--- config.mk ---
export PLATFORM = sky130hd
export DESIGN_NAME = ising_cfg_top
export DESIGN_NICKNAME = d
export VERILOG_FILES = /design/src/common/ising_cfg_pkg.sv /design/src/step_counter.sv /design/src/weight_store.sv /design/src/analog_cfg/analog_cfg.sv /design/src/ising_cfg_top.sv
export SDC_FILE = /design/constraint.sdc
export NUM_CORES = 1
export LEC_CHECK = 0
export ABC_AREA = 1
export BUFFER_PORTS_ARGS = -buffer_cell sky130_fd_sc_hd__buf_4
export CORE_AREA = 2 2 246 248
export DETAILED_ROUTE_END_ITERATION = 16
export DIE_AREA = 0 0 248 250
export GPL_TIMING_DRIVEN = 0
export PLACE_DENSITY = 0.73
export SYNTH_ARGS = -nofsm -noshare
export SYNTH_HDL_FRONTEND = slang
export SYNTH_HIERARCHICAL = 1
export SYNTH_SLANG_ARGS = --single-unit
--- constraint.sdc ---
create_clock -name clk_i -period 3.05 [get_ports clk_i]
set_input_delay 0.915 -clock clk_i [delete_from_list [all_inputs] [get_ports clk_i]]
set_output_delay 0.915 -clock clk_i [all_outputs]
set_load 0.02 [all_outputs]
--- src/common/ising_cfg_pkg.sv ---
// ising config package: array sizes, derived widths and sequencer phases
package ising_cfg_pkg;

    // array geometry
    localparam int NUM_SPIN = 8;
    localparam int BITDATA = 4;
    localparam int PARALLELISM = 2;

    // number of J words; the same value addresses the h word
    localparam int HADDR = NUM_SPIN / PARALLELISM;

    // address and select widths
    localparam int J_ADDR_W = $clog2(HADDR);
    localparam int SEL_W = (PARALLELISM > 1) ? $clog2(PARALLELISM) : 1;

    // pulse and row counters
    localparam int CNT_W = 16;

    // one spin row of weights
    localparam int ROW_W = NUM_SPIN * BITDATA;

    // sequencer phases
    typedef enum logic [1:0] {
        CFG_IDLE,
        CFG_FETCH,
        CFG_WWL_HIGH,
        CFG_WWL_LOW
    } cfg_state_e;

endpackage

--- src/step_counter.sv ---
// step counter: loadable limit, restart, maxed flag and wrap pulse
module step_counter (
    input  logic                            clk_i,
    input  logic                            rst_n_i,
    input  logic                            en_i,
    input  logic                            load_i,
    input  logic [ising_cfg_pkg::CNT_W-1:0] d_i,
    input  logic                            recount_i,
    input  logic                            step_i,
    output logic [ising_cfg_pkg::CNT_W-1:0] q_o,
    output logic                            maxed_o,
    output logic                            wrap_o
);
    import ising_cfg_pkg::*;

    logic [CNT_W-1:0] limit_q;
    logic [CNT_W-1:0] last_cnt;

    // a zero limit behaves like a limit of one
    assign last_cnt = (limit_q == '0) ? '0 : limit_q - 1'b1;
    assign maxed_o = (q_o == last_cnt);
    assign wrap_o = en_i & step_i & maxed_o & ~recount_i;

    always_ff @(posedge clk_i or negedge rst_n_i) begin
        if (!rst_n_i) begin
            limit_q <= '0;
        end else if (load_i) begin
            limit_q <= d_i;
        end
    end

    always_ff @(posedge clk_i or negedge rst_n_i) begin
        if (!rst_n_i) begin
            q_o <= '0;
        end else if (en_i) begin
            if (recount_i) begin
                q_o <= '0;
            end else if (step_i) begin
                q_o <= maxed_o ? '0 : q_o + 1'b1;
            end
        end
    end

endmodule

--- src/weight_store.sv ---
// weight store: J word memory and h row with slice writes and registered reads
module weight_store (
    input  logic                                                 clk_i,
    input  logic                                                 rst_n_i,
    input  logic                                                 mem_we_i,
    input  logic [ising_cfg_pkg::J_ADDR_W:0]                     mem_addr_i,
    input  logic [ising_cfg_pkg::SEL_W-1:0]                      mem_slice_i,
    input  logic [ising_cfg_pkg::ROW_W-1:0]                      mem_wdata_i,
    input  logic                                                 j_ren_i,
    input  logic [ising_cfg_pkg::J_ADDR_W-1:0]                   j_raddr_i,
    output logic [ising_cfg_pkg::ROW_W*ising_cfg_pkg::PARALLELISM-1:0] j_rdata_o,
    input  logic                                                 h_ren_i,
    output logic [ising_cfg_pkg::ROW_W-1:0]                      h_rdata_o
);
    import ising_cfg_pkg::*;

    logic [ROW_W*PARALLELISM-1:0] j_mem [HADDR];
    logic [ROW_W-1:0] h_mem;
    logic h_sel;
    logic j_sel;

    // address HADDR is the h row, the slice is ignored there
    assign h_sel = (mem_addr_i == (J_ADDR_W+1)'(HADDR));
    assign j_sel = (mem_addr_i < (J_ADDR_W+1)'(HADDR));

    always_ff @(posedge clk_i) begin
        if (mem_we_i && j_sel) begin
            j_mem[mem_addr_i[J_ADDR_W-1:0]][mem_slice_i*ROW_W +: ROW_W] <= mem_wdata_i;
        end
        if (mem_we_i && h_sel) begin
            h_mem <= mem_wdata_i;
        end
    end

    // read data holds until the next strobe
    always_ff @(posedge clk_i or negedge rst_n_i) begin
        if (!rst_n_i) begin
            j_rdata_o <= '0;
        end else if (j_ren_i) begin
            j_rdata_o <= j_mem[j_raddr_i];
        end
    end

    always_ff @(posedge clk_i or negedge rst_n_i) begin
        if (!rst_n_i) begin
            h_rdata_o <= '0;
        end else if (h_ren_i) begin
            h_rdata_o <= h_mem;
        end
    end

endmodule

--- src/analog_cfg/analog_cfg.sv ---
// analog config sequencer: writes weight rows into the array via WWL/WBL pulses
module analog_cfg (
    input  logic                                                 clk_i,
    input  logic                                                 rst_n_i,
    input  logic                                                 en_i,
    input  logic                                                 cfg_load_i,
    input  logic [ising_cfg_pkg::CNT_W-1:0]                      cycle_per_wwl_high_i,
    input  logic [ising_cfg_pkg::CNT_W-1:0]                      cycle_per_wwl_low_i,
    input  logic                                                 bypass_conv_i,
    input  logic                                                 start_i,
    output logic                                                 j_ren_o,
    output logic [ising_cfg_pkg::J_ADDR_W-1:0]                   j_raddr_o,
    input  logic [ising_cfg_pkg::ROW_W*ising_cfg_pkg::PARALLELISM-1:0] j_rdata_i,
    output logic                                                 h_ren_o,
    input  logic [ising_cfg_pkg::ROW_W-1:0]                      h_rdata_i,
    output logic [ising_cfg_pkg::NUM_SPIN-1:0]                   j_wwl_o,
    output logic                                                 h_wwl_o,
    output logic [ising_cfg_pkg::ROW_W-1:0]                      wbl_o,
    output logic                                                 idle_o
);
    import ising_cfg_pkg::*;

    cfg_state_e state_q, state_d;
    logic fetch_ph_q;
    logic [SEL_W-1:0] slice_q;
    logic bypass_q;

    logic start_ok;
    logic high_step, low_step;
    logic high_maxed, low_maxed;
    logic row_step, row_maxed, seq_done;
    logic [CNT_W-1:0] row_q;
    logic on_h;
    logic more_rows;
    logic load_row;
    logic [J_ADDR_W+SEL_W-1:0] row_idx;
    logic [ROW_W-1:0] row_raw, row_conv;

    assign start_ok = en_i & start_i & (state_q == CFG_IDLE);
    assign high_step = (state_q == CFG_WWL_HIGH);
    assign low_step = (state_q == CFG_WWL_LOW);

    // last counter step is the h word
    assign on_h = row_maxed;
    assign more_rows = (slice_q != '0);
    assign row_step = low_step & low_maxed & ~more_rows;

    assign j_ren_o = (state_q == CFG_FETCH) & ~fetch_ph_q & ~on_h;
    assign h_ren_o = (state_q == CFG_FETCH) & ~fetch_ph_q & on_h;
    assign j_raddr_o = row_q[J_ADDR_W-1:0];
    assign idle_o = (state_q == CFG_IDLE);

    // new row at the end of a fetch or back-to-back within a word
    assign load_row = en_i & (((state_q == CFG_FETCH) & fetch_ph_q) |
                              (low_step & low_maxed & more_rows));

    // word address times PARALLELISM plus slice
    assign row_idx = {row_q[J_ADDR_W-1:0], slice_q};

    assign row_raw = on_h ? h_rdata_i : j_rdata_i[slice_q*ROW_W +: ROW_W];

    // macro format: inverted sign in bit 0, negated magnitude above
    always_comb begin
        for (int i = 0; i < NUM_SPIN; i++) begin
            row_conv[i*BITDATA] = ~row_raw[i*BITDATA+BITDATA-1];
            row_conv[i*BITDATA+1 +: BITDATA-1] = ~row_raw[i*BITDATA +: BITDATA-1] + 1'b1;
        end
    end

    always_comb begin
        state_d = state_q;
        case (state_q)
            CFG_IDLE: begin
                if (start_i) begin
                    state_d = CFG_FETCH;
                end
            end
            CFG_FETCH: begin
                if (fetch_ph_q) begin
                    state_d = CFG_WWL_HIGH;
                end
            end
            CFG_WWL_HIGH: begin
                if (high_maxed) begin
                    state_d = CFG_WWL_LOW;
                end
            end
            CFG_WWL_LOW: begin
                if (low_maxed) begin
                    if (more_rows) begin
                        state_d = CFG_WWL_HIGH;
                    end else if (seq_done) begin
                        state_d = CFG_IDLE;
                    end else begin
                        state_d = CFG_FETCH;
                    end
                end
            end
            default: state_d = CFG_IDLE;
        endcase
        if (!en_i) begin
            state_d = CFG_IDLE;
        end
    end

    always_ff @(posedge clk_i or negedge rst_n_i) begin
        if (!rst_n_i) begin
            state_q <= CFG_IDLE;
            fetch_ph_q <= 1'b0;
            slice_q <= '0;
        end else begin
            state_q <= state_d;
            fetch_ph_q <= en_i & (state_q == CFG_FETCH) & ~fetch_ph_q;
            if (!en_i || start_ok) begin
                slice_q <= '0;
            end else if (high_step && high_maxed && !on_h) begin
                slice_q <= (slice_q == SEL_W'(PARALLELISM-1)) ? '0 : slice_q + 1'b1;
            end
        end
    end

    always_ff @(posedge clk_i or negedge rst_n_i) begin
        if (!rst_n_i) begin
            bypass_q <= 1'b0;
        end else if (cfg_load_i) begin
            bypass_q <= bypass_conv_i;
        end
    end

    // word lines
    always_ff @(posedge clk_i or negedge rst_n_i) begin
        if (!rst_n_i) begin
            j_wwl_o <= '0;
            h_wwl_o <= 1'b0;
        end else if (!en_i || (high_step && high_maxed)) begin
            j_wwl_o <= '0;
            h_wwl_o <= 1'b0;
        end else if (load_row) begin
            j_wwl_o <= on_h ? '0 : NUM_SPIN'(1) << row_idx;
            h_wwl_o <= on_h;
        end
    end

    // bit lines only move together with a rising word line
    always_ff @(posedge clk_i or negedge rst_n_i) begin
        if (!rst_n_i) begin
            wbl_o <= '0;
        end else if (load_row) begin
            wbl_o <= bypass_q ? row_raw : row_conv;
        end
    end

    step_counter i_wwl_high_counter (
        .clk_i     (clk_i),
        .rst_n_i   (rst_n_i),
        .en_i      (en_i),
        .load_i    (cfg_load_i),
        .d_i       (cycle_per_wwl_high_i),
        .recount_i (start_ok),
        .step_i    (high_step),
        .q_o       (),
        .maxed_o   (high_maxed),
        .wrap_o    ()
    );

    step_counter i_wwl_low_counter (
        .clk_i     (clk_i),
        .rst_n_i   (rst_n_i),
        .en_i      (en_i),
        .load_i    (cfg_load_i),
        .d_i       (cycle_per_wwl_low_i),
        .recount_i (start_ok),
        .step_i    (low_step),
        .q_o       (),
        .maxed_o   (low_maxed),
        .wrap_o    ()
    );

    // J words plus one h step
    step_counter i_row_counter (
        .clk_i     (clk_i),
        .rst_n_i   (rst_n_i),
        .en_i      (en_i),
        .load_i    (cfg_load_i),
        .d_i       (CNT_W'(HADDR + 1)),
        .recount_i (start_ok),
        .step_i    (row_step),
        .q_o       (row_q),
        .maxed_o   (row_maxed),
        .wrap_o    (seq_done)
    );

endmodule

--- src/ising_cfg_top.sv ---
// ising config top: weight store feeding the analog write sequencer
module ising_cfg_top (
    input  logic                                clk_i,
    input  logic                                rst_n_i,
    input  logic                                mem_we_i,
    input  logic [ising_cfg_pkg::J_ADDR_W:0]    mem_addr_i,
    input  logic [ising_cfg_pkg::SEL_W-1:0]     mem_slice_i,
    input  logic [ising_cfg_pkg::ROW_W-1:0]     mem_wdata_i,
    input  logic                                cfg_load_i,
    input  logic [ising_cfg_pkg::CNT_W-1:0]     cycle_per_wwl_high_i,
    input  logic [ising_cfg_pkg::CNT_W-1:0]     cycle_per_wwl_low_i,
    input  logic                                bypass_conv_i,
    input  logic                                en_i,
    input  logic                                start_i,
    output logic [ising_cfg_pkg::NUM_SPIN-1:0]  j_wwl_o,
    output logic                                h_wwl_o,
    output logic [ising_cfg_pkg::ROW_W-1:0]     wbl_o,
    output logic                                idle_o
);
    import ising_cfg_pkg::*;

    logic j_ren;
    logic [J_ADDR_W-1:0] j_raddr;
    logic [ROW_W*PARALLELISM-1:0] j_rdata;
    logic h_ren;
    logic [ROW_W-1:0] h_rdata;

    weight_store i_weight_store (
        .clk_i       (clk_i),
        .rst_n_i     (rst_n_i),
        .mem_we_i    (mem_we_i),
        .mem_addr_i  (mem_addr_i),
        .mem_slice_i (mem_slice_i),
        .mem_wdata_i (mem_wdata_i),
        .j_ren_i     (j_ren),
        .j_raddr_i   (j_raddr),
        .j_rdata_o   (j_rdata),
        .h_ren_i     (h_ren),
        .h_rdata_o   (h_rdata)
    );

    analog_cfg i_analog_cfg (
        .clk_i                (clk_i),
        .rst_n_i              (rst_n_i),
        .en_i                 (en_i),
        .cfg_load_i           (cfg_load_i),
        .cycle_per_wwl_high_i (cycle_per_wwl_high_i),
        .cycle_per_wwl_low_i  (cycle_per_wwl_low_i),
        .bypass_conv_i        (bypass_conv_i),
        .start_i              (start_i),
        .j_ren_o              (j_ren),
        .j_raddr_o            (j_raddr),
        .j_rdata_i            (j_rdata),
        .h_ren_o              (h_ren),
        .h_rdata_i            (h_rdata),
        .j_wwl_o              (j_wwl_o),
        .h_wwl_o              (h_wwl_o),
        .wbl_o                (wbl_o),
        .idle_o               (idle_o)
    );

endmodule

==> insert_results.sql, run 1 <==
INSERT INTO impl_metrics (metric_group, metric, value, unit) VALUES
('detailed_routing', 'routed_wire_length_per_instance', '17.9', 'um'),
('sta', 'fin_worst_hold_slack', '0.0958', 'ns'),
('floorplan', 'die_x', '248', 'um'),
('worst_setup_path', 'r2r_slack', '-0.18', 'ns'),
('worst_setup_path', 'r2r_start', 'i_analog_cfg/i_row_counter/limit_q[1]', ''),
('detailed_routing', 'drt_pass1_iterations', '5', ''),
('power_and_ir_drop', 'fin_total_pwr', '0.0205', 'W'),
('detailed_routing', 'via_count', '22200', ''),
('detailed_routing', 'drt_first_iter_violations', '2033', ''),
('min_path', 'hp-class', 'primary input to async pin', ''),
('power_and_ir_drop', 'power_per_cell_area', '632', 'nW/um^2'),
('power_and_ir_drop', 'vdd_drop_max', '0.643', 'mV'),
('power_and_ir_drop', 'cellLeakagePower', '15.7', 'nW'),
('cells_and_area', 'layout.cells.most_common_list', '1165 x sky130_fd_sc_hd__nand2_1, 459 x sky130_fd_sc_hd__inv_1, 288 x sky130_fd_sc_hd__edfxtp_1, 277 x sky130_fd_sc_hd__nand3_1, 228 x sky130_fd_sc_hd__dfrtp_1', ''),
('detailed_routing', 'post-route-drc-count', '0', ''),
('cells_and_area', 'antenna_cells', '0', ''),
('floorplan', 'core', '59600', 'um^2'),
('sta', 'worst_slew_pin_slew', '1.00', 'ns'),
('cts', 'tritoncts.num_buffers', '54', ''),
('cts', 'tritoncts', 'yes', ''),
('place', 'port-buffer-count', '116', ''),
('worst_setup_path', 'worst-endpoint-required', '3.55', 'ns'),
('cells_and_area', 'nFillCells', '5151', ''),
('worst_setup_path', 'critPathKind', 'register to register', ''),
('cts', 'worst_setup_hold_path_clk_slew', '0.06', 'ns'),
('cells_and_area', 'layout-area-overhead-vs-synth', '23.0', '%'),
('floorplan', 'initial_utilization', '44.2', '%'),
('sta', 'max_slew_margin', '33.1', '%'),
('cells_and_area', 'drive_above_1_share', '18.9', '%'),
('detailed_routing', 'drt-vias-per-instance', '5.19', ''),
('cells_and_area', 'combined_area_of_the_multi_input_logic_cells', '10500', 'um^2'),
('job', 'timing.max_cap.violations', '0', ''),
('cells_and_area', 'mostFrequentLayoutCell', 'sky130_fd_sc_hd__nand2_1', ''),
('cells_and_area', 'area_taken_by_flip_flops_and_latches', '14600', 'um^2'),
('worst_setup_path', 'worstSetupStartpointType', 'register', ''),
('sta', 'final_worst_path_period_need', '3.23', 'ns'),
('cts', 'clock_latency', '0.63', 'ns'),
('logic_synthesis', 'syn_area', '26400', 'um^2'),
('worst_setup_path', 'worst_r2r_path_depth', '21', ''),
('sta', 'rsz0062_at_grt', 'yes', ''),
('sta', 'timing_hold_violations_final', '0', ''),
('global_route', 'grt_pass1_vias', '21100', ''),
('floorplan', 'placement_rows', '90', ''),
('logic_synthesis', 'synthesis.instances', '3184', ''),
('sta', 'min_period_over_period', '106', '%'),
('logic_synthesis', 'number_of_warnings_printed_during_yosys_synthesis', '6', ''),
('global_route', 'grt_first_pass_wirelength', '115', 'mm'),
('sta', 'timing_max_transition_violations_final', '0', ''),
('place', 'placement.setup.worst_slack', '-0.975', 'ns'),
('cts', 'clock_tree.buffer_depth', '3', ''),
('worst_setup_path', 'critPathCapture', 'i_analog_cfg/wbl_o[23]', ''),
('worst_setup_path', 'critical_path_startpoint', 'i_analog_cfg/i_row_counter/limit_q[1]', ''),
('global_route', 'grt_antenna_before_repair', '0', ''),
('global_route', 'gr-total-overflow', '0', ''),
('floorplan', 'design.die.area', '62000', 'um^2'),
('place', 'hpwlAfterDp', '52.8', 'mm'),
('cts', 'cell_chosen_for_the_clock_root', 'sky130_fd_sc_hd__clkbuf_16', ''),
('sta', 'clock-skew-final', '0.0196', 'ns'),
('detailed_routing', 'totalWireLength', '76.9', 'mm'),
('run_status', 'violations_in_the_final_reports', 'negative setup slack', ''),
('run_status', 'run_status', 'finished, violations left', ''),
('global_route', 'grt_start_max_net_pins', '121', ''),
('worst_setup_path', 'worstReg2RegEnd', 'i_analog_cfg/wbl_o[23]', ''),
('worst_setup_path', 'crit_path_max_fanout', '5', ''),
('cts', 'cts.htree.levels', '2', ''),
('cts', 'cts_sinks', '526', ''),
('place', 'global_placement_routability_congestion', '0.956', ''),
('detailed_routing', 'antenna_violating_nets_post_route', '0', ''),
('floorplan', 'chipHeight', '250', 'um'),
('worst_setup_path', 'worst-endpoint-arrival', '3.73', 'ns'),
('global_route', 'grt_util_all_layers', '24.2', '%'),
('sta', 'fmax', '309', 'MHz'),
('logic_synthesis', 'avgSynthCellArea', '8.28', 'um^2'),
('floorplan', 'pin_count', '117', ''),
('worst_setup_path', 'worstSetupEndpointType', 'register', ''),
('sta', 'setup_slack', '-0.183', 'ns'),
('cells_and_area', 'fin_nets', '3552', ''),
('sta', 'setup_viol_count_final', '45', '');
==> what timing repair did <==
action | CTS | global route
gates resized for setup | 202 | 169
buffers inserted | 44 | 27
cloned | 4 | 0
pin swaps | 50 | 65
endpoints found under the setup margin | 155 | 150
hold buffers | 0 | 0
==> critical path, stage by stage (launching register included) <==
cell,delay (ns)
sky130_fd_sc_hd__dfrtp_1,0.41
sky130_fd_sc_hd__inv_2,0.09
sky130_fd_sc_hd__ha_4,0.15
sky130_fd_sc_hd__nand2_4,0.08
sky130_fd_sc_hd__buf_12,0.13
sky130_fd_sc_hd__nor2_4,0.16
sky130_fd_sc_hd__buf_4,0.13
sky130_fd_sc_hd__nand3_1,0.10
sky130_fd_sc_hd__nand4_1,0.12
sky130_fd_sc_hd__nand2_1,0.06
sky130_fd_sc_hd__nand3b_1,0.25
sky130_fd_sc_hd__nor2_4,0.20
sky130_fd_sc_hd__inv_2,0.08
sky130_fd_sc_hd__buf_6,0.14
sky130_fd_sc_hd__clkbuf_16,0.18
sky130_fd_sc_hd__o21ai_4,0.19
sky130_fd_sc_hd__ha_4,0.16
sky130_fd_sc_hd__inv_1,0.04
sky130_fd_sc_hd__nand3_1,0.09
sky130_fd_sc_hd__nand3_2,0.10
sky130_fd_sc_hd__nand2_4,0.17
sky130_fd_sc_hd__nand2_1,0.06
==> sequential cells by signal, indices dropped and copies added (netlist names), 32 cells and up <==
signal                    flops
i_weight_store/j_mem        256
i_weight_store/h_mem         32
i_weight_store/h_rdata_o     32
i_analog_cfg/wbl_o           32
i_weight_store/j_rdata_o     64
==> cell type report <==
class                   instances  area share [%]
flip-flops and latches        526            45.1
multi-input cells            2074            32.3
repair buffers                211            6.08
inverters                     475            5.53
clock buffers                  77            4.78
well taps                     782            3.02
plain buffers                 121            2.51
clock inverters                22           0.756
==> stage by stage <==
step	TNS [ns]	utilization, %	std cells	cell area [um^2]
2_1_floorplan	-80.40	-	3198	26400
3_3_place_gp	-814.90	47.5	4096	28300
3_5_place_dp	-113.10	48.2	4116	28700
4_1_cts	-0.826	53.2	4263	31700
5_1_grt	-18.34	54.4	4288	32400
6_report	-4.34	54.4	4288	32400
==> how the worst min path moves through the flow <==
stage                                                             end  cells after the start
after global routing      i_analog_cfg/i_wwl_high_counter/limit_q[12]                      1
after CTS                 i_analog_cfg/i_wwl_high_counter/limit_q[12]                      1
after global placement                    i_weight_store/h_rdata_o[4]                      1
after floorplan                           i_weight_store/h_rdata_o[4]                      1
after detailed placement                  i_weight_store/h_rdata_o[5]                      1
final                     i_analog_cfg/i_wwl_high_counter/limit_q[12]                      1
==> power by group <==
part           total [W]  internal (W)  switching, W
Sequential       0.00907       0.00834      0.000729
Clock            0.00670       0.00388       0.00283
Combinational    0.00473       0.00179       0.00293
Total             0.0205        0.0140       0.00649
==> layer usage <==
metal | GRT usage [%] | share of wire (%)
met5 | 0 | 0
met4 | 10.0 | 4.4
met3 | 5.39 | 9.7
met1 | 31.8 | 40
met2 | 38.6 | 46
No activity file was read; power rests on OpenSTA's default activity.
==> run 2: changes to the inputs <==
--- a/config.mk
+++ b/config.mk
@@ -8,6 +8,7 @@
 export ABC_AREA = 1
 export BUFFER_PORTS_ARGS = -buffer_cell sky130_fd_sc_hd__buf_4
 export CORE_AREA = 2 2 246 248
+export CTS_BUF_LIST = sky130_fd_sc_hd__clkbuf_2 sky130_fd_sc_hd__clkbuf_4 sky130_fd_sc_hd__clkbuf_8
 export DETAILED_ROUTE_END_ITERATION = 16
 export DIE_AREA = 0 0 248 250
 export GPL_TIMING_DRIVEN = 0
==> constraint.sdc (replaced) <==
create_clock -name clk_i -period 3.05 [get_ports clk_i]
set_input_delay 0.305 -clock clk_i [delete_from_list [all_inputs] [get_ports clk_i]]
set_output_delay 0.305 -clock clk_i [all_outputs]
set_load 0.02 [all_outputs]
==> insert_results.sql, run 2 (synthesized netlist as in run 1, its figures left out) <==
INSERT INTO impl_metrics (metric_group, metric, value, unit) VALUES
('sta', 'setup_slack', '-0.123', 'ns'),
('cts', 'cts.htree.levels', '3', ''),
('floorplan', 'pin_count', '117', ''),
('global_route', 'grt_antenna_before_repair', '0', ''),
('sta', 'fmax', '315', 'MHz'),
('cells_and_area', 'drive_above_1_share', '20.1', '%'),
('worst_setup_path', 'crit_path_cell_trace', 'inv_2, ha_4, nand2_4, nor2_4, nand2_4, buf_6, nand3_4, xor2_1, nor2b_2, nand3_2, nor2_4, inv_4, clkbuf_16, clkbuf_16, nand3_4, o21ai_4, ha_4, inv_2, nand3_2, nand3_2, nand2_2, nand2_1', ''),
('detailed_routing', 'post-route-drc-count', '0', ''),
('detailed_routing', 'antenna_violating_nets_post_route', '0', ''),
('sta', 'fin_worst_hold_slack', '0.0678', 'ns'),
('cells_and_area', 'fin_nets', '3652', ''),
('cts', 'cts_sinks', '526', ''),
('cts', 'clock_tree.buffer_depth', '3', ''),
('worst_setup_path', 'timing.critical_path.buf_inv', '6', ''),
('worst_setup_path', 'worst-endpoint-arrival', '3.79', 'ns'),
('worst_setup_path', 'critical-path-top-cell-by-count', 'sky130_fd_sc_hd__nand3_2', ''),
('detailed_routing', 'routed_wire_length_per_instance', '18.0', 'um'),
('power_and_ir_drop', 'vdd_drop_max', '0.466', 'mV'),
('floorplan', 'initial_utilization', '44.2', '%'),
('worst_setup_path', 'worst-endpoint-required', '3.67', 'ns'),
('sta', 'min_period_over_period', '104', '%'),
('sta', 'fin_setup_tns', '-2.30', 'ns'),
('sta', 'rsz0062_at_grt', 'yes', ''),
('cells_and_area', 'layout-area-overhead-vs-synth', '26.6', '%'),
('worst_setup_path', 'critPathKind', 'register to register', ''),
('global_route', 'grt_first_pass_wirelength', '117', 'mm'),
('sta', 'worst_slew_pin_slew', '0.874', 'ns'),
('floorplan', 'die_x', '248', 'um'),
('power_and_ir_drop', 'cellLeakagePower', '16.1', 'nW'),
('cts', 'clock_latency', '0.72', 'ns'),
('sta', 'clock-skew-final', '0.0444', 'ns'),
('min_path', 'hp-class', 'primary input to register', ''),
('floorplan', 'design.die.area', '62000', 'um^2'),
('cells_and_area', 'antenna_cells', '0', ''),
('cells_and_area', 'area_taken_by_flip_flops_and_latches', '14600', 'um^2'),
('place', 'hpwlAfterDp', '52.8', 'mm'),
('place', 'placed_cell_area', '28700', 'um^2'),
('worst_setup_path', 'worst_path_dominant_cell_family', 'simple AND/OR/NAND/NOR gates', ''),
('global_route', 'grt_pass1_vias', '21500', ''),
('cells_and_area', 'largest_reg_flops', '256', ''),
('cts', 'tritoncts', 'yes', ''),
('cells_and_area', 'mostFrequentLayoutCell', 'sky130_fd_sc_hd__nand2_1', ''),
('worst_setup_path', 'cpMaxStageDelayCell', 'sky130_fd_sc_hd__dfrtp_1', ''),
('global_route', 'gr-total-overflow', '0', ''),
('floorplan', 'chipHeight', '250', 'um'),
('power_and_ir_drop', 'fin_total_pwr', '0.0206', 'W'),
('cts', 'cell_chosen_for_the_clock_root', 'sky130_fd_sc_hd__clkbuf_8', ''),
('worst_setup_path', 'crit_path_max_fanout', '5', ''),
('worst_setup_path', 'worstSetupEndpointType', 'register', ''),
('detailed_routing', 'drt_pass1_iterations', '9', ''),
('sta', 'setup_viol_count_final', '44', ''),
('job', 'timing.max_cap.violations', '0', ''),
('sta', 'max_slew_margin', '41.7', '%'),
('floorplan', 'placement_rows', '90', ''),
('place', 'port-buffer-count', '116', ''),
('sta', 'timing_max_transition_violations_final', '0', ''),
('sta', 'final_worst_path_period_need', '3.17', 'ns'),
('cells_and_area', 'final_instance_area', '33400', 'um^2'),
('global_route', 'grt_start_max_net_pins', '121', ''),
('detailed_routing', 'drt_first_iter_violations', '2097', ''),
('floorplan', 'core', '59600', 'um^2'),
('cts', 'tritoncts.num_buffers', '87', ''),
('global_route', 'grt_util_all_layers', '24.6', '%'),
('worst_setup_path', 'worst_path_largest_cell_delay', '0.43', 'ns'),
('cells_and_area', 'nFillCells', '5064', ''),
('cells_and_area', 'layout.cells.most_common_list', '1166 x sky130_fd_sc_hd__nand2_1, 457 x sky130_fd_sc_hd__inv_1, 288 x sky130_fd_sc_hd__edfxtp_1, 276 x sky130_fd_sc_hd__nand3_1, 230 x sky130_fd_sc_hd__dfrtp_1', ''),
('detailed_routing', 'totalWireLength', '79.6', 'mm'),
('place', 'global_placement_routability_congestion', '0.956', ''),
('power_and_ir_drop', 'power_per_cell_area', '618', 'nW/um^2'),
('detailed_routing', 'via_count', '22900', ''),
('worst_setup_path', 'worstSetupStartpointType', 'register', ''),
('cells_and_area', 'combined_area_of_the_multi_input_logic_cells', '10500', 'um^2'),
('sta', 'timing_hold_violations_final', '0', ''),
('detailed_routing', 'drt-vias-per-instance', '5.19', ''),
('cts', 'worst_setup_hold_path_clk_slew', '0.07', 'ns'),
('run_status', 'run_status', 'finished, violations left', ''),
('run_status', 'violations_in_the_final_reports', 'negative setup slack', '');
## run 2: changes by cell type in the layout (fill, tap and decap cells not counted), moves of 13 or more
cell                            change
sky130_fd_sc_hd__clkbuf_1          -13
sky130_fd_sc_hd__clkbuf_16         -50
sky130_fd_sc_hd__clkbuf_4          +33
sky130_fd_sc_hd__clkbuf_8          +93
sky130_fd_sc_hd__dlygate4sd3_1     +74
## run 2: final timing paths
check | from | to | slack (ns) | depth (start not counted)
max | i_analog_cfg/i_row_counter/limit_q[1] | i_analog_cfg/wbl_o[19] | -0.12 | 22
min | mem_addr_i[2] | i_weight_store/h_mem[26] | 0.07 | 3
max reg2reg | i_analog_cfg/i_row_counter/limit_q[1] | i_analog_cfg/wbl_o[19] | -0.12 | 22
min reg2reg | i_weight_store/h_mem[6] | i_weight_store/h_rdata_o[6] | 0.46 | 1
max in group asynchronous | rst_n_i | i_analog_cfg/i_wwl_high_counter/q_o[3] | 2.07 | 3
min in group asynchronous | rst_n_i | i_analog_cfg/i_wwl_high_counter/limit_q[13] | 0.25 | 3
## run 2: worst register-to-register path, cell delays in order, from the launching register on
cell and delay (ns):
sky130_fd_sc_hd__dfrtp_1 0.43, sky130_fd_sc_hd__inv_2 0.09, sky130_fd_sc_hd__ha_4 0.15, sky130_fd_sc_hd__nand2_4 0.09, sky130_fd_sc_hd__nor2_4 0.14, sky130_fd_sc_hd__nand2_4 0.09
sky130_fd_sc_hd__buf_6 0.15, sky130_fd_sc_hd__nand3_4 0.09, sky130_fd_sc_hd__xor2_1 0.18, sky130_fd_sc_hd__nor2b_2 0.18, sky130_fd_sc_hd__nand3_2 0.13, sky130_fd_sc_hd__nor2_4 0.18
sky130_fd_sc_hd__inv_4 0.08, sky130_fd_sc_hd__clkbuf_16 0.17, sky130_fd_sc_hd__clkbuf_16 0.18, sky130_fd_sc_hd__nand3_4 0.09, sky130_fd_sc_hd__o21ai_4 0.08, sky130_fd_sc_hd__ha_4 0.18
sky130_fd_sc_hd__inv_2 0.05, sky130_fd_sc_hd__nand3_2 0.08, sky130_fd_sc_hd__nand3_2 0.09, sky130_fd_sc_hd__nand2_2 0.11, sky130_fd_sc_hd__nand2_1 0.09
## run 2: what timing repair did
item | in CTS | in global routing
pin swaps | 28 | 73
hold buffers | 74 | 0
gates cloned | 3 | 8
hold endpoints to repair | 499 | 0
endpoints found under the setup margin | 155 | 150
setup buffers | 27 | 31
gates resized for setup | 172 | 230
## run 2: through the flow
stage | std cells | setup WS [ns] | util, %
floorplan | 3198 | -0.228 | -
global placement | 4096 | -2.42 | 47.5
detailed placement | 4116 | -0.975 | 48.2
CTS | 4381 | -0.0305 | 53.9
global route | 4417 | -0.219 | 56.0
finish | 4417 | -0.123 | 56.0
## run 2: cell type report
type | count | area share, %
Sequential cell | 526 | 43.8
Multi-Input combinational cell | 2074 | 31.6
Timing Repair Buffer | 277 | 8.03
Inverter | 475 | 5.48
Clock buffer | 139 | 5.02
Tap cell | 782 | 2.93
Buffer | 121 | 2.60
Clock inverter | 22 | 0.532
Timing Repair inverter | 1 | 0.0150
## run 2: power by group
part	switching [W]	internal, W
Combinational	0.00307	0.00194
Sequential	0.000741	0.00835
Clock	0.00294	0.00360
## run 2: layer usage
metal  vias up  GRT usage (%)  part of all wire (%)
met3       262           5.91                    10
met4         0           11.3                   4.8
met5         -              0                     0
met1     10800           31.5                    39
met2      1096           39.1                    46
li1      10800              -                     -
==> run 3: changes to the inputs <==
--- a/config.mk
+++ b/config.mk
@@ -7,12 +7,14 @@
 export LEC_CHECK = 0
 export ABC_AREA = 1
 export BUFFER_PORTS_ARGS = -buffer_cell sky130_fd_sc_hd__buf_4
-export CORE_AREA = 2 2 246 248
+export CELL_PAD_IN_SITES_DETAIL_PLACEMENT = 0
+export CELL_PAD_IN_SITES_GLOBAL_PLACEMENT = 1
+export CORE_AREA = 2 2 248 250
 export CTS_BUF_LIST = sky130_fd_sc_hd__clkbuf_2 sky130_fd_sc_hd__clkbuf_4 sky130_fd_sc_hd__clkbuf_8
 export DETAILED_ROUTE_END_ITERATION = 16
-export DIE_AREA = 0 0 248 250
+export DIE_AREA = 0 0 250 252
 export GPL_TIMING_DRIVEN = 0
-export PLACE_DENSITY = 0.73
+export PLACE_DENSITY = 0.88
 export SYNTH_ARGS = -nofsm -noshare
 export SYNTH_HDL_FRONTEND = slang
 export SYNTH_HIERARCHICAL = 1
==> insert_results.sql, run 3 (synthesized netlist as in run 1, its figures left out) <==
INSERT INTO impl_metrics (metric_group, metric, value, unit) VALUES
('run_status', 'run_status', 'finished, violations left', ''),
('run_status', 'violations_in_the_final_reports', 'negative setup slack', ''),
('sta', 'clock-skew-final', '0.0465', 'ns'),
('cells_and_area', 'nFillCells', '5335', ''),
('worst_setup_path', 'worstSetupStartpointType', 'register', ''),
('cts', 'tritoncts', 'yes', ''),
('sta', 'setup_viol_count_final', '4', ''),
('sta', 'timing_max_transition_violations_final', '0', ''),
('worst_setup_path', 'cpMaxStageDelayCell', 'sky130_fd_sc_hd__dfrtp_1', ''),
('worst_setup_path', 'critPathKind', 'register to register', ''),
('power_and_ir_drop', 'fin_total_pwr', '0.0209', 'W'),
('global_route', 'grt_first_pass_wirelength', '119', 'mm'),
('cells_and_area', 'drive_above_1_share', '19.7', '%'),
('detailed_routing', 'via_count', '22200', ''),
('global_route', 'groute.layer.met1.usage', '32.2', '%'),
('floorplan', 'pin_count', '117', ''),
('detailed_routing', 'antenna_violating_nets_post_route', '0', ''),
('floorplan', 'chipHeight', '252', 'um'),
('floorplan', 'die_x', '250', 'um'),
('worst_setup_path', 'worstSetupEndpointType', 'register', ''),
('detailed_routing', 'drt_pass1_iterations', '5', ''),
('detailed_routing', 'drt_first_iter_violations', '2114', ''),
('floorplan', 'placement_rows', '90', ''),
('global_route', 'grt_pass1_vias', '21600', ''),
('cts', 'tritoncts.num_buffers', '92', ''),
('global_route', 'grtUsageMet3', '5.16', '%'),
('cts', 'clock_tree.buffer_depth', '3', ''),
('sta', 'setup_slack', '-0.0192', 'ns'),
('place', 'hpwlAfterDp', '53.7', 'mm'),
('detailed_routing', 'drt-vias-per-instance', '5.02', ''),
('cells_and_area', 'area_taken_by_flip_flops_and_latches', '14600', 'um^2'),
('global_route', 'grt_antenna_before_repair', '2', ''),
('sta', 'rsz0062_at_grt', 'yes', ''),
('global_route', 'gr-total-overflow', '0', ''),
('cts', 'worst_setup_hold_path_clk_slew', '0.06', 'ns'),
('worst_setup_path', 'crit_path_max_fanout', '8', ''),
('worst_setup_path', 'worst-endpoint-required', '3.62', 'ns'),
('global_route', 'grt_busiest_layer', 'met2', ''),
('global_route', 'use_met2', '40.4', '%'),
('floorplan', 'design.die.area', '63000', 'um^2'),
('cells_and_area', 'final_cells', '4421', ''),
('place', 'placement.setup.worst_slack', '-0.988', 'ns'),
('cells_and_area', 'layout.cells.most_common_list', '1174 x sky130_fd_sc_hd__nand2_1, 459 x sky130_fd_sc_hd__inv_1, 288 x sky130_fd_sc_hd__edfxtp_1, 287 x sky130_fd_sc_hd__nand3_1, 232 x sky130_fd_sc_hd__dfrtp_1', ''),
('power_and_ir_drop', 'cellLeakagePower', '16.0', 'nW'),
('place', 'inst_count_dp', '4117', ''),
('detailed_routing', 'totalWireLength', '78.5', 'mm'),
('cts', 'cell_chosen_for_the_clock_root', 'sky130_fd_sc_hd__clkbuf_8', ''),
('cells_and_area', 'final_instance_area', '33100', 'um^2'),
('place', 'global_placement_routability_congestion', '0.897', ''),
('min_path', 'hp-class', 'primary input to register', ''),
('floorplan', 'initial_utilization', '43.8', '%'),
('cells_and_area', 'combined_area_of_the_multi_input_logic_cells', '10400', 'um^2'),
('place', 'port-buffer-count', '116', ''),
('sta', 'final_worst_path_period_need', '3.07', 'ns'),
('power_and_ir_drop', 'vdd_drop_max', '0.421', 'mV'),
('worst_setup_path', 'worst_r2r_path_depth', '21', ''),
('power_and_ir_drop', 'power_per_cell_area', '630', 'nW/um^2'),
('global_route', 'grt_util_all_layers', '24.6', '%'),
('floorplan', 'core', '60100', 'um^2'),
('worst_setup_path', 'worst_path_dominant_cell_family', 'simple AND/OR/NAND/NOR gates', ''),
('sta', 'min_period_over_period', '101', '%'),
('detailed_routing', 'post-route-drc-count', '0', ''),
('worst_setup_path', 'number_of_gates_on_the_worst_path_with_buffers_counted', '21', ''),
('cells_and_area', 'largest_reg_flops', '256', ''),
('worst_setup_path', 'critical-path-top-cell-by-count', 'sky130_fd_sc_hd__inv_2', ''),
('cts', 'cts_sinks', '526', ''),
('worst_setup_path', 'timing.critical_path.buf_inv', '6', ''),
('worst_setup_path', 'worst-endpoint-arrival', '3.64', 'ns'),
('sta', 'fin_setup_tns', '-0.0477', 'ns'),
('sta', 'timing_hold_violations_final', '0', ''),
('job', 'timing.max_cap.violations', '0', ''),
('min_path', 'worst_hold_path.num_cells', '3', ''),
('place', 'placed_cell_area', '28700', 'um^2'),
('sta', 'worst_slew_pin_slew', '0.816', 'ns'),
('cells_and_area', 'layout-area-overhead-vs-synth', '25.7', '%'),
('worst_setup_path', 'crit_path_cell_trace', 'inv_2, ha_4, nand2_8, nor2_4, nand2_4, buf_4, nand4_1, nand3_2, nor2_2, nand3b_1, nor2_4, inv_2, buf_12, buf_12, o21ai_4, ha_2, inv_2, nand3_1, nand3_1, nand2_2, nand2_1', ''),
('sta', 'fmax', '326', 'MHz'),
('global_route', 'grt_start_max_net_pins', '117', ''),
('cells_and_area', 'fin_nets', '3648', ''),
('cts', 'clock_latency', '0.72', 'ns'),
('cells_and_area', 'mostFrequentLayoutCell', 'sky130_fd_sc_hd__nand2_1', ''),
('sta', 'max_slew_margin', '45.2', '%'),
('detailed_routing', 'routed_wire_length_per_instance', '17.8', 'um'),
('worst_setup_path', 'worst_path_largest_cell_delay', '0.38', 'ns'),
('cts', 'cts.htree.levels', '3', '');
run 3: cell types whose count changed in the layout (fill, tap and decap cells not counted), moves of 7 or more:
cell	previous run	this run
sky130_fd_sc_hd__buf_12	16	8
sky130_fd_sc_hd__clkbuf_2	1	8
sky130_fd_sc_hd__clkbuf_4	40	29
sky130_fd_sc_hd__clkinv_1	4	11
sky130_fd_sc_hd__nand2_1	1166	1174
sky130_fd_sc_hd__nand2_2	35	25
sky130_fd_sc_hd__nand3_1	276	287
sky130_fd_sc_hd__nand3_4	20	6
sky130_fd_sc_hd__nor2_1	151	138
sky130_fd_sc_hd__nor2_4	24	32
run 3: tightest hold or removal path: stages:
cell and delay, ns:
sky130_fd_sc_hd__buf_4 0.12, sky130_fd_sc_hd__nand2_1 0.10, sky130_fd_sc_hd__nor2_4 0.07
run 3: repair_timing:
action / 4_1_cts / 5_1_grt
resized for setup: 155 / 185
cloned: 3 / 5
setup endpoints to repair: 155 / 145
hold endpoints to repair: 364 / 0
hold buffers: 73 / 0
setup buffers: 31 / 19
pin swaps: 31 / 64
run 3: metal layers:
layer	part of all wire, %	vias up
met5	0.017	-
met4	3.7	2
li1	-	10800
met2	47	798
met1	42	10400
met3	7.9	188
run 3: worst paths after layout:
kind	start	endpoint	slack (ns)
worst max-delay path	i_analog_cfg/i_row_counter/limit_q[1]	i_analog_cfg/wbl_o[27]	-0.02
worst min-delay path	mem_addr_i[2]	i_weight_store/h_mem[29]	0.05
worst max register to register	i_analog_cfg/i_row_counter/limit_q[1]	i_analog_cfg/wbl_o[27]	-0.02
worst min register to register	i_weight_store/h_mem[25]	i_weight_store/h_rdata_o[25]	0.46
max in group asynchronous	rst_n_i	i_weight_store/j_rdata_o[34]	1.16
min in group asynchronous	rst_n_i	i_analog_cfg/i_wwl_high_counter/limit_q[0]	0.57
run 3: final cells by class:
| cell class | count | share of cell area [%] |
|---|---|---|
| Inverter | 475 | 5.41 |
| Timing Repair Buffer | 266 | 7.57 |
| Timing Repair inverter | 1 | 0.0227 |
| Clock buffer | 133 | 5.00 |
| Antenna cell | 1 | 0.00755 |
| Multi-Input combinational cell | 2074 | 31.5 |
| Tap cell | 782 | 2.95 |
| Clock inverter | 40 | 1.03 |
| Sequential cell | 526 | 44.1 |
| Buffer | 123 | 2.46 |
run 3: report_power, final:
group          total [W]  internal (W)  leakage, nW  switching (W)
sequential       0.00916       0.00834         5.38       0.000815
combinational    0.00473       0.00179         9.60        0.00294
clock            0.00697       0.00388         1.05        0.00309
total             0.0209        0.0140         16.0        0.00685
run 3: metrics by stage:
| stage | util (%) | hold slack (ns) |
|---|---|---|
| 2_1_floorplan | - | 0.00941 |
| 6_report | 55.1 | 0.0497 |
| 3_3_place_gp | 47.0 | 0.446 |
| 4_1_cts | 53.6 | 0.00238 |
| 5_1_grt | 55.1 | 0.0239 |
| 3_5_place_dp | 47.8 | 0.173 |
